### config.mk
export PLATFORM = sky130hd
export DESIGN_NAME = mon_top
export DESIGN_NICKNAME = d
export VERILOG_FILES = /design/src/hw/mon_bus_pkg.sv /design/src/hw/mon_evt_pkg.sv /design/src/hw/mon_event_report.sv /design/src/hw/mon_tick_gen.sv /design/src/hw/mon_timeout.sv /design/src/hw/mon_top.sv /design/src/hw/mon_write_tracker.sv
export VERILOG_INCLUDE_DIRS = /design/src /design/src/hw
export SDC_FILE = /design/constraint.sdc
export NUM_CORES = 1
export LEC_CHECK = 0
export ABC_AREA = 1
export BUFFER_PORTS_ARGS = -buffer_cell sky130_fd_sc_hd__buf_2
export CAP_MARGIN = 25
export CORE_MARGIN = 2
export CORE_UTILIZATION = 25
export CTS_BUF_LIST = sky130_fd_sc_hd__clkbuf_8
export CTS_CLUSTER_SIZE = 8
export DETAILED_ROUTE_END_ITERATION = 10
export SYNTH_ARGS = -nofsm -noshare
export SYNTH_HDL_FRONTEND = slang
export SYNTH_SLANG_ARGS = --single-unit
### constraint.sdc
create_clock -name aclk -period 1.75 [get_ports aclk]
set_input_delay 0.35 -clock aclk [delete_from_list [all_inputs] [get_ports aclk]]
set_output_delay 0.35 -clock aclk [all_outputs]
set_load 0.005 [all_outputs]
### src/hw/mon_macros.svh
`ifndef MON_MACROS_SVH
`define MON_MACROS_SVH

// AXI ID width on AW and B
`define MON_ID_W 2

// Table depth, one entry per ID
`define MON_MAX_TRANS 4

// Per-phase timer width in ticks
`define MON_TIMER_W 4

// Clocks between two timer ticks
`define MON_TICK_DIV 8

`endif

### src/hw/mon_bus_pkg.sv
`default_nettype none

`include "mon_macros.svh"

package mon_bus_pkg;

        // Observed write side of the AXI4 port
        typedef struct packed {
                logic                 aw_valid;
                logic                 aw_ready;
                logic [`MON_ID_W-1:0] aw_id;
                logic                 w_valid;
                logic                 w_ready;
                logic                 w_last;
                logic                 b_valid;
                logic                 b_ready;
                logic [`MON_ID_W-1:0] b_id;
                logic [1:0]           b_resp;
        } axi_wr_obs_t;

        // Lifecycle of one outstanding write
        typedef enum logic [2:0] {
                TRANS_IDLE,
                TRANS_ADDR_PHASE,
                TRANS_DATA_PHASE,
                TRANS_COMPLETE,
                TRANS_ERROR
        } trans_state_e;

        // One table word, all zero when idle
        typedef struct packed {
                logic         valid;
                trans_state_e state;
                logic         cmd_received;
                logic         data_started;
                logic         data_completed;
                logic         resp_received;
        } trans_entry_t;

        // Whole table, indexed by AXI ID
        typedef trans_entry_t [`MON_MAX_TRANS-1:0] trans_table_t;

endpackage

`default_nettype wire

### src/hw/mon_evt_pkg.sv
`default_nettype none

`include "mon_macros.svh"

package mon_evt_pkg;

        // Thresholds in ticks, plus event enable
        typedef struct packed {
                logic [`MON_TIMER_W-1:0] addr_cnt;
                logic [`MON_TIMER_W-1:0] data_cnt;
                logic [`MON_TIMER_W-1:0] resp_cnt;
                logic                    timeout_enable;
        } mon_cfg_t;

        // Phase that stalled
        typedef enum logic [1:0] {
                EVT_NONE,
                EVT_CMD_TIMEOUT,
                EVT_DATA_TIMEOUT,
                EVT_RESP_TIMEOUT
        } timeout_evt_e;

        typedef struct packed {
                timeout_evt_e         code;
                logic [`MON_ID_W-1:0] id;
        } mon_event_t;

        // Latched code per table entry
        typedef timeout_evt_e [`MON_MAX_TRANS-1:0] evt_code_vec_t;

endpackage

`default_nettype wire

### src/hw/mon_event_report.sv
`default_nettype none
`timescale 1ns/1ns

`include "mon_macros.svh"

module mon_event_report (
        input  logic                       aclk,
        input  logic                       arst_n,
        input  logic [`MON_MAX_TRANS-1:0]  timeout,
        input  mon_evt_pkg::evt_code_vec_t code,
        input  mon_evt_pkg::mon_cfg_t      cfg,
        output logic                       evt_valid,
        output mon_evt_pkg::mon_event_t    evt
);

        logic [`MON_MAX_TRANS-1:0] prev;
        logic [`MON_MAX_TRANS-1:0] pending;
        logic [`MON_MAX_TRANS-1:0] cand;
        logic [`MON_MAX_TRANS-1:0] pick;
        logic [`MON_ID_W-1:0]      sel;
        logic                      found;

        // Fresh rising bits join the pending ones
        assign cand = pending | (timeout & ~prev);

        // Lowest index wins
        always_comb begin
                sel   = '0;
                found = 1'b0;
                pick  = '0;
                for (int i = `MON_MAX_TRANS - 1; i >= 0; i--) begin
                        if (cand[i]) begin
                                sel   = `MON_ID_W'(i);
                                found = 1'b1;
                        end
                end
                pick[sel] = found;
        end

        always_ff @(posedge aclk or negedge arst_n) begin
                if (!arst_n) begin
                        prev      <= '0;
                        pending   <= '0;
                        evt_valid <= 1'b0;
                end else begin
                        prev <= timeout;
                        // Disabled means nothing reported and nothing kept
                        if (!cfg.timeout_enable) begin
                                pending   <= '0;
                                evt_valid <= 1'b0;
                        end else begin
                                pending   <= cand & ~pick;
                                evt_valid <= found;
                        end
                end
        end

        always_ff @(posedge aclk) begin
                if (found) begin
                        evt.code <= code[sel];
                        evt.id   <= sel;
                end
        end

endmodule

`default_nettype wire

### src/hw/mon_tick_gen.sv
`default_nettype none
`timescale 1ns/1ns

`include "mon_macros.svh"

module mon_tick_gen (
        input  logic aclk,
        input  logic arst_n,
        output logic tick
);

        localparam int CNT_W = $clog2(`MON_TICK_DIV);

        // Clocks left until the next tick
        logic [CNT_W-1:0] cnt;

        always_ff @(posedge aclk or negedge arst_n) begin
                if (!arst_n) begin
                        cnt  <= CNT_W'(`MON_TICK_DIV - 1);
                        tick <= 1'b0;
                end else begin
                        // One-cycle pulse when the count runs out
                        tick <= (cnt == '0);
                        if (cnt == '0) begin
                                cnt <= CNT_W'(`MON_TICK_DIV - 1);
                        end else begin
                                cnt <= cnt - 1'b1;
                        end
                end
        end

endmodule

`default_nettype wire

### src/hw/mon_timeout.sv
`default_nettype none
`timescale 1ns/1ns

`include "mon_macros.svh"

module mon_timeout (
        input  logic                       aclk,
        input  logic                       arst_n,
        input  logic                       tick,
        input  mon_bus_pkg::trans_table_t  trans_table,
        input  mon_evt_pkg::mon_cfg_t      cfg,
        output logic [`MON_MAX_TRANS-1:0]  timeout,
        output mon_evt_pkg::evt_code_vec_t code
);

        import mon_bus_pkg::*;
        import mon_evt_pkg::*;

        // Phases are address, data, response
        localparam int NPH = 3;
        localparam timeout_evt_e PHASE_CODE [NPH] = '{
                EVT_CMD_TIMEOUT,
                EVT_DATA_TIMEOUT,
                EVT_RESP_TIMEOUT
        };

        logic [`MON_TIMER_W-1:0]   tmr [`MON_MAX_TRANS][NPH];
        logic [NPH-1:0]            run [`MON_MAX_TRANS];
        logic [`MON_MAX_TRANS-1:0] live;
        logic [`MON_TIMER_W-1:0]   thr [NPH];

        assign thr[0] = cfg.addr_cnt;
        assign thr[1] = cfg.data_cnt;
        assign thr[2] = cfg.resp_cnt;

        // Which phase timers may count for each entry
        always_comb begin
                for (int i = 0; i < `MON_MAX_TRANS; i++) begin
                        // Idle, complete and error entries are out
                        live[i] = trans_table[i].valid &&
                                  (trans_table[i].state == TRANS_ADDR_PHASE ||
                                   trans_table[i].state == TRANS_DATA_PHASE);
                        run[i][0] = live[i] && trans_table[i].state == TRANS_ADDR_PHASE &&
                                    !trans_table[i].cmd_received;
                        run[i][1] = live[i] && trans_table[i].data_started &&
                                    !trans_table[i].data_completed;
                        run[i][2] = live[i] && trans_table[i].data_completed &&
                                    !trans_table[i].resp_received;
                end
        end

        always_ff @(posedge aclk or negedge arst_n) begin
                if (!arst_n) begin
                        timeout <= '0;
                        for (int i = 0; i < `MON_MAX_TRANS; i++) begin
                                code[i] <= EVT_NONE;
                                for (int p = 0; p < NPH; p++) begin
                                        tmr[i][p] <= '0;
                                end
                        end
                end else begin
                        for (int i = 0; i < `MON_MAX_TRANS; i++) begin
                                // Sticky until the tracker drops the entry
                                if (!live[i]) begin
                                        timeout[i] <= 1'b0;
                                end
                                for (int p = 0; p < NPH; p++) begin
                                        if (!run[i][p]) begin
                                                tmr[i][p] <= '0;
                                        end else if (tick) begin
                                                // Compare first, then advance
                                                if (tmr[i][p] >= thr[p] && !timeout[i]) begin
                                                        timeout[i] <= 1'b1;
                                                        code[i]    <= PHASE_CODE[p];
                                                end
                                                // Saturate at full scale
                                                if (tmr[i][p] != '1) begin
                                                        tmr[i][p] <= tmr[i][p] + 1'b1;
                                                end
                                        end
                                end
                        end
                end
        end

endmodule

`default_nettype wire

### src/hw/mon_top.sv
`default_nettype none
`timescale 1ns/1ns

`include "mon_macros.svh"

module mon_top (
        input  logic                      aclk,
        input  logic                      arst_n,
        input  mon_bus_pkg::axi_wr_obs_t  obs,
        input  mon_evt_pkg::mon_cfg_t     cfg,
        output logic                      evt_valid,
        output mon_evt_pkg::mon_event_t   evt,
        output logic [`MON_MAX_TRANS-1:0] active_mask
);

        import mon_bus_pkg::*;
        import mon_evt_pkg::*;

        logic                      tick;
        trans_table_t              trans_table;
        logic [`MON_MAX_TRANS-1:0] timeout;
        evt_code_vec_t             code;

        // Time base for the phase timers
        mon_tick_gen i_tick_gen (
                .aclk   (aclk),
                .arst_n (arst_n),
                .tick   (tick)
        );

        mon_write_tracker i_tracker (
                .aclk        (aclk),
                .arst_n      (arst_n),
                .obs         (obs),
                .timeout     (timeout),
                .trans_table (trans_table),
                .active_mask (active_mask)
        );

        mon_timeout i_timeout (
                .aclk        (aclk),
                .arst_n      (arst_n),
                .tick        (tick),
                .trans_table (trans_table),
                .cfg         (cfg),
                .timeout     (timeout),
                .code        (code)
        );

        // Timeouts out as event packets
        mon_event_report i_report (
                .aclk      (aclk),
                .arst_n    (arst_n),
                .timeout   (timeout),
                .code      (code),
                .cfg       (cfg),
                .evt_valid (evt_valid),
                .evt       (evt)
        );

endmodule

`default_nettype wire

### src/hw/mon_write_tracker.sv
`default_nettype none
`timescale 1ns/1ns

`include "mon_macros.svh"

module mon_write_tracker (
        input  logic                      aclk,
        input  logic                      arst_n,
        input  mon_bus_pkg::axi_wr_obs_t  obs,
        input  logic [`MON_MAX_TRANS-1:0] timeout,
        output mon_bus_pkg::trans_table_t trans_table,
        output logic [`MON_MAX_TRANS-1:0] active_mask
);

        import mon_bus_pkg::*;

        localparam int PTR_W = $clog2(`MON_MAX_TRANS);

        // IDs with address accepted, waiting for their last W beat
        logic [`MON_ID_W-1:0] id_fifo [`MON_MAX_TRANS];
        logic [PTR_W:0]       wr_ptr;
        logic [PTR_W:0]       rd_ptr;
        logic                 fifo_empty;
        logic [`MON_ID_W-1:0] head_id;

        logic                 aw_hs;
        logic                 w_beat;
        logic                 b_hs;
        logic                 push;
        logic                 pop;

        assign aw_hs  = obs.aw_valid && obs.aw_ready;
        assign w_beat = obs.w_valid && obs.w_ready;
        assign b_hs   = obs.b_valid && obs.b_ready;

        assign fifo_empty = (wr_ptr == rd_ptr);
        assign head_id    = id_fifo[rd_ptr[PTR_W-1:0]];

        // Queue an ID once, on its AW handshake
        assign push = aw_hs && !timeout[obs.aw_id] &&
                      !trans_table[obs.aw_id].cmd_received;

        // Head leaves on its last beat
        // Only the head can hit a data timeout, so drop it then as well
        assign pop = !fifo_empty && ((w_beat && obs.w_last) || timeout[head_id]);

        always_ff @(posedge aclk) begin
                if (push) begin
                        id_fifo[wr_ptr[PTR_W-1:0]] <= obs.aw_id;
                end
        end

        always_ff @(posedge aclk or negedge arst_n) begin
                if (!arst_n) begin
                        wr_ptr <= '0;
                        rd_ptr <= '0;
                end else begin
                        if (push) begin
                                wr_ptr <= wr_ptr + 1'b1;
                        end
                        if (pop) begin
                                rd_ptr <= rd_ptr + 1'b1;
                        end
                end
        end

        // Per-entry FSM
        always_ff @(posedge aclk or negedge arst_n) begin
                if (!arst_n) begin
                        trans_table <= '0;
                end else begin
                        for (int i = 0; i < `MON_MAX_TRANS; i++) begin
                                case (trans_table[i].state)
                                // Retire one clock after completion or timeout
                                TRANS_COMPLETE, TRANS_ERROR: begin
                                        trans_table[i] <= '0;
                                end
                                default: begin
                                        if (timeout[i]) begin
                                                trans_table[i].state <= TRANS_ERROR;
                                        end else begin
                                                // New write on an idle ID
                                                if (obs.aw_valid &&
                                                    obs.aw_id == `MON_ID_W'(i) &&
                                                    trans_table[i].state == TRANS_IDLE) begin
                                                        trans_table[i].valid <= 1'b1;
                                                        trans_table[i].state <= TRANS_ADDR_PHASE;
                                                end
                                                if (aw_hs && obs.aw_id == `MON_ID_W'(i)) begin
                                                        trans_table[i].cmd_received <= 1'b1;
                                                end
                                                // W beat goes to the queue head
                                                if (w_beat && !fifo_empty &&
                                                    head_id == `MON_ID_W'(i)) begin
                                                        trans_table[i].data_started <= 1'b1;
                                                        trans_table[i].state <= TRANS_DATA_PHASE;
                                                        if (obs.w_last) begin
                                                                trans_table[i].data_completed <= 1'b1;
                                                        end
                                                end
                                                // Response closes the entry
                                                if (b_hs && obs.b_id == `MON_ID_W'(i) &&
                                                    trans_table[i].valid) begin
                                                        trans_table[i].resp_received <= 1'b1;
                                                        trans_table[i].state <= TRANS_COMPLETE;
                                                end
                                        end
                                end
                                endcase
                        end
                end
        end

        always_comb begin
                for (int i = 0; i < `MON_MAX_TRANS; i++) begin
                        active_mask[i] = trans_table[i].valid;
                end
        end

endmodule

`default_nettype wire

==> results.cfg <==
[run_status]
outcome = completed

[worst_setup_path]
cp_slowest_cell = dfrtp_1
rr_worst_depth = 5
crit_path_end_kind = register
start_kind = register
path_cells = o21ai_0 > o21ai_0 > a211oi_2 > nand2_2 > nor2_1
max_stage_delay_ns = 0.46
r2r_start = i_timeout.timeout[0]
path_common_cell = o21ai_0
r2r_end = i_tracker.id_fifo[3][1]
path_buf_inv = 0
cp_data_required_time_ns = 1.90
cp_top_family = compound AO/OA/AOI/OAI gates
worstPathArrival_ns = 1.78
r2r_slack_ns = 0.12
critical_path_class = reg -> reg
worst-path-max-fanout = 6

[die]
die_y_um = 174
die_width_um = 174
core-area_um2 = 28600
dieArea_um2 = 30300
ioPinCount = 37
fp-row-count = 62
start_util_pct = 25.3

[timing]
setup_viol = 0
skew_ns = 0.0182
fmax_ghz = 0.615
drv_slew = 0
whs_ns = 0.181
finalCriticalPeriod_ns = 1.63
final_hold_viol_count = 0
grt_setup_unrepaired = true
fin_crit_sh_pct = 93.0

[synthesis]
synth_nets = 951
ys_ff_latch = 123
syn_area_per_cell_um2 = 8.46
syn_inst = 856
netlist.top_cell.by_area = dfrtp_1
seq_area_frac_synth_pct = 43.4
yosys_warnings = 0
ys_types = 44
synth.area.top_cells = dfrtp_1 (37%), ha_1 (12%), nand2_1 (7.7%), inv_1 (6.9%), edfxtp_1 (5.0%)
synthFlopType = dfrtp_1
synthArstFlopShare_pct = 90.2
synth_edf_count = 12
syn_area_um2 = 7240
synth_top_area_share_pct = 37.3

[global_route]
use_met1_pct = 15.1
grt_start_max_net_pins = 31
grtUsageMet3_pct = 2.89
met2_usage_pct = 18.9
antenna_found_initial = 0
grt-busiest-layer = met2
grt_pass1_wl_mm = 28.2
grt_usage_pct = 11.5
overflow = 0
grt_pass1_vias = 5770

[detailed_routing]
wire_per_inst_um = 12.5
wirelength_mm = 16.6
vias = 5934
dr.pass1.iters = 5
viasPerCell = 4.45
drcViolationCount = 0
drt_iter0_markers = 337
drtAntennaViolNets = 0

[cells_and_area]
fillerInstances = 2984
nNetsFinal = 1030
mostFrequentLayoutCells = nand2_1 (147), inv_1 (134), dfrtp_1 (107)
drive_gt1_share_pct = 16.1
area_delta_synth_final_pct = 18.2
design_area_um2 = 8560
diodes = 0
register_area_um2 = 3140
layout_commonest_cell = nand2_1
multiInputGateArea_um2 = 3540

[clocking]
clockBufferDepth = 2
clock_latency_ns = 0.45
cts_tree = built
clk_root_buffer_cell = clkbuf_8
post_cts_buffers = 0
path_clk_slew_ns = 0.09
clkSinkCount = 123
cts_buffers = 17
htreeDepth = 4

[hold_path]
min_from = obs[10]
hold_path_end = i_tracker.id_fifo[3][1]
min_path_type = in -> reg
whs_path_depth = 1

[place]
portBuffers = 34
place_hpwl_mm = 13.0
placedInstanceArea_um2 = 8140
place.gp.congestion = 0.831

[pwr]
ir_drop_mv = 0.480
power_density_nw_per_um2 = 1000
p_leak_nw = 4.40

[run]
drv_cap = 0
==> where the power goes <==
| group | internal (mW) | total [mW] | switching [mW] |
|---|---|---|---|
| Combinational | 0.883 | 2.37 | 1.49 |
| Sequential | 3.30 | 3.65 | 0.355 |
| Clock | 1.28 | 2.57 | 1.28 |
==> cell type report <==
type | count | area share (%)
clock inverter | 15 | 1.90
sequential | 123 | 36.7
clock buffer | 17 | 2.73
multi-input combinational | 585 | 41.3
inverter | 141 | 6.18
tap | 384 | 5.61
timing repair buffer | 67 | 5.53
==> how the worst max path moves through the flow <==
stage | slack, ns | endpoint | cells past startpoint | start
floorplan | 0.26 | i_tracker.id_fifo[0][0] | 5 | i_timeout.timeout[0]
global placement | 0.03 | i_tracker.id_fifo[3][1] | 7 | obs[9]
detailed placement | 0.02 | i_tracker.id_fifo[3][0] | 7 | obs[9]
CTS | 0.08 | i_tracker.id_fifo[3][1] | 5 | i_timeout.timeout[0]
global route | -0.02 | i_timeout.code[4] | 6 | i_tracker.trans_table[20]
finish | 0.12 | i_tracker.id_fifo[3][1] | 5 | i_timeout.timeout[0]
==> worst reg2reg max path, stage by stage (launching register included) <==
cell,delay [ns]
dfrtp_1,0.46
o21ai_0,0.17
o21ai_0,0.12
a211oi_2,0.23
nand2_2,0.14
nor2_1,0.21
==> sequential cells by signal (all words and copies together) (netlist names) <==
name,count
i_tick_gen.tick,1
i_report.evt_valid,1
i_timeout.code,8
i_tracker.id_fifo,8
i_tick_gen.cnt,3
i_tracker.wr_ptr,3
i_report.evt,4
i_report.pending,4
i_report.prev,4
i_tracker.active_mask,4
i_tracker.trans_table,28
i_timeout.tmr,48
i_timeout.timeout,4
i_tracker.rd_ptr,3
==> routing by layer <==
metal	up-vias	share of wire, %
met1	2782	49
met3	15	3.9
met4	0	1.0
met2	102	46
met5	-	0
li1	3035	-
==> metrics by stage <==
step                setup WS [ns]  setup TNS [ns]  power (mW)  utilization (%)  instances
finish                      0.123               0        8.59             29.9       1332
CTS                        0.0763               0        8.68             29.9       1332
detailed placement         0.0182               0        6.07             28.4       1299
global placement           0.0251               0        6.01             28.4       1299
global route              -0.0183         -0.0550        9.25             29.9       1332
floorplan                   0.262               0        5.31                -        856
==> cell families (layout without fill, tap and decap cells) <==
| logic type | Yosys count | count (layout) | synth area share [%] |
|---|---|---|---|
| and+or+nand+nor | 383 | 383 | 25.9 |
| buffers and inverters | 148 | 240 | 7.93 |
| AOI/OAI and AO/OA | 129 | 129 | 10.6 |
| DFF | 123 | 123 | 43.4 |
| adders and majority gates | 67 | 67 | 11.6 |
| xor gates and xnor gates | 5 | 5 | 0.605 |
| other | 1 | 1 | 0.0518 |
==> synth_stat cells (2+ instances only) <==
cell type / n
edfxtp_1: 12
a21oi_1: 52
nor4_1: 2
o21ai_2: 2
nor3_1: 24
nand2_2: 7
nand4_1: 30
nand2_4: 3
buf_4: 4
o21ai_0: 27
dfrtp_1: 108
buf_2: 2
nor3b_1: 6
a211oi_1: 6
nor2_4: 8
nor2_1: 68
o21a_1: 2
inv_2: 7
nand3_1: 67
xnor2_1: 2
inv_1: 134
nor3_2: 3
o21bai_1: 7
dfstp_2: 3
nand2_1: 148
ha_1: 67
a21oi_2: 6
o211ai_1: 8
nand3b_1: 4
nand3_2: 10
a31oi_1: 8
xor2_1: 3
o21ai_1: 5
==> what timing repair did <==
item	4_1_cts	5_1_grt
hold endpoints to repair	25	0
resized for setup	0	4
hold buffers	1	0
endpoints found under the setup margin	0	13
Power figures use the tool's default switching activity.
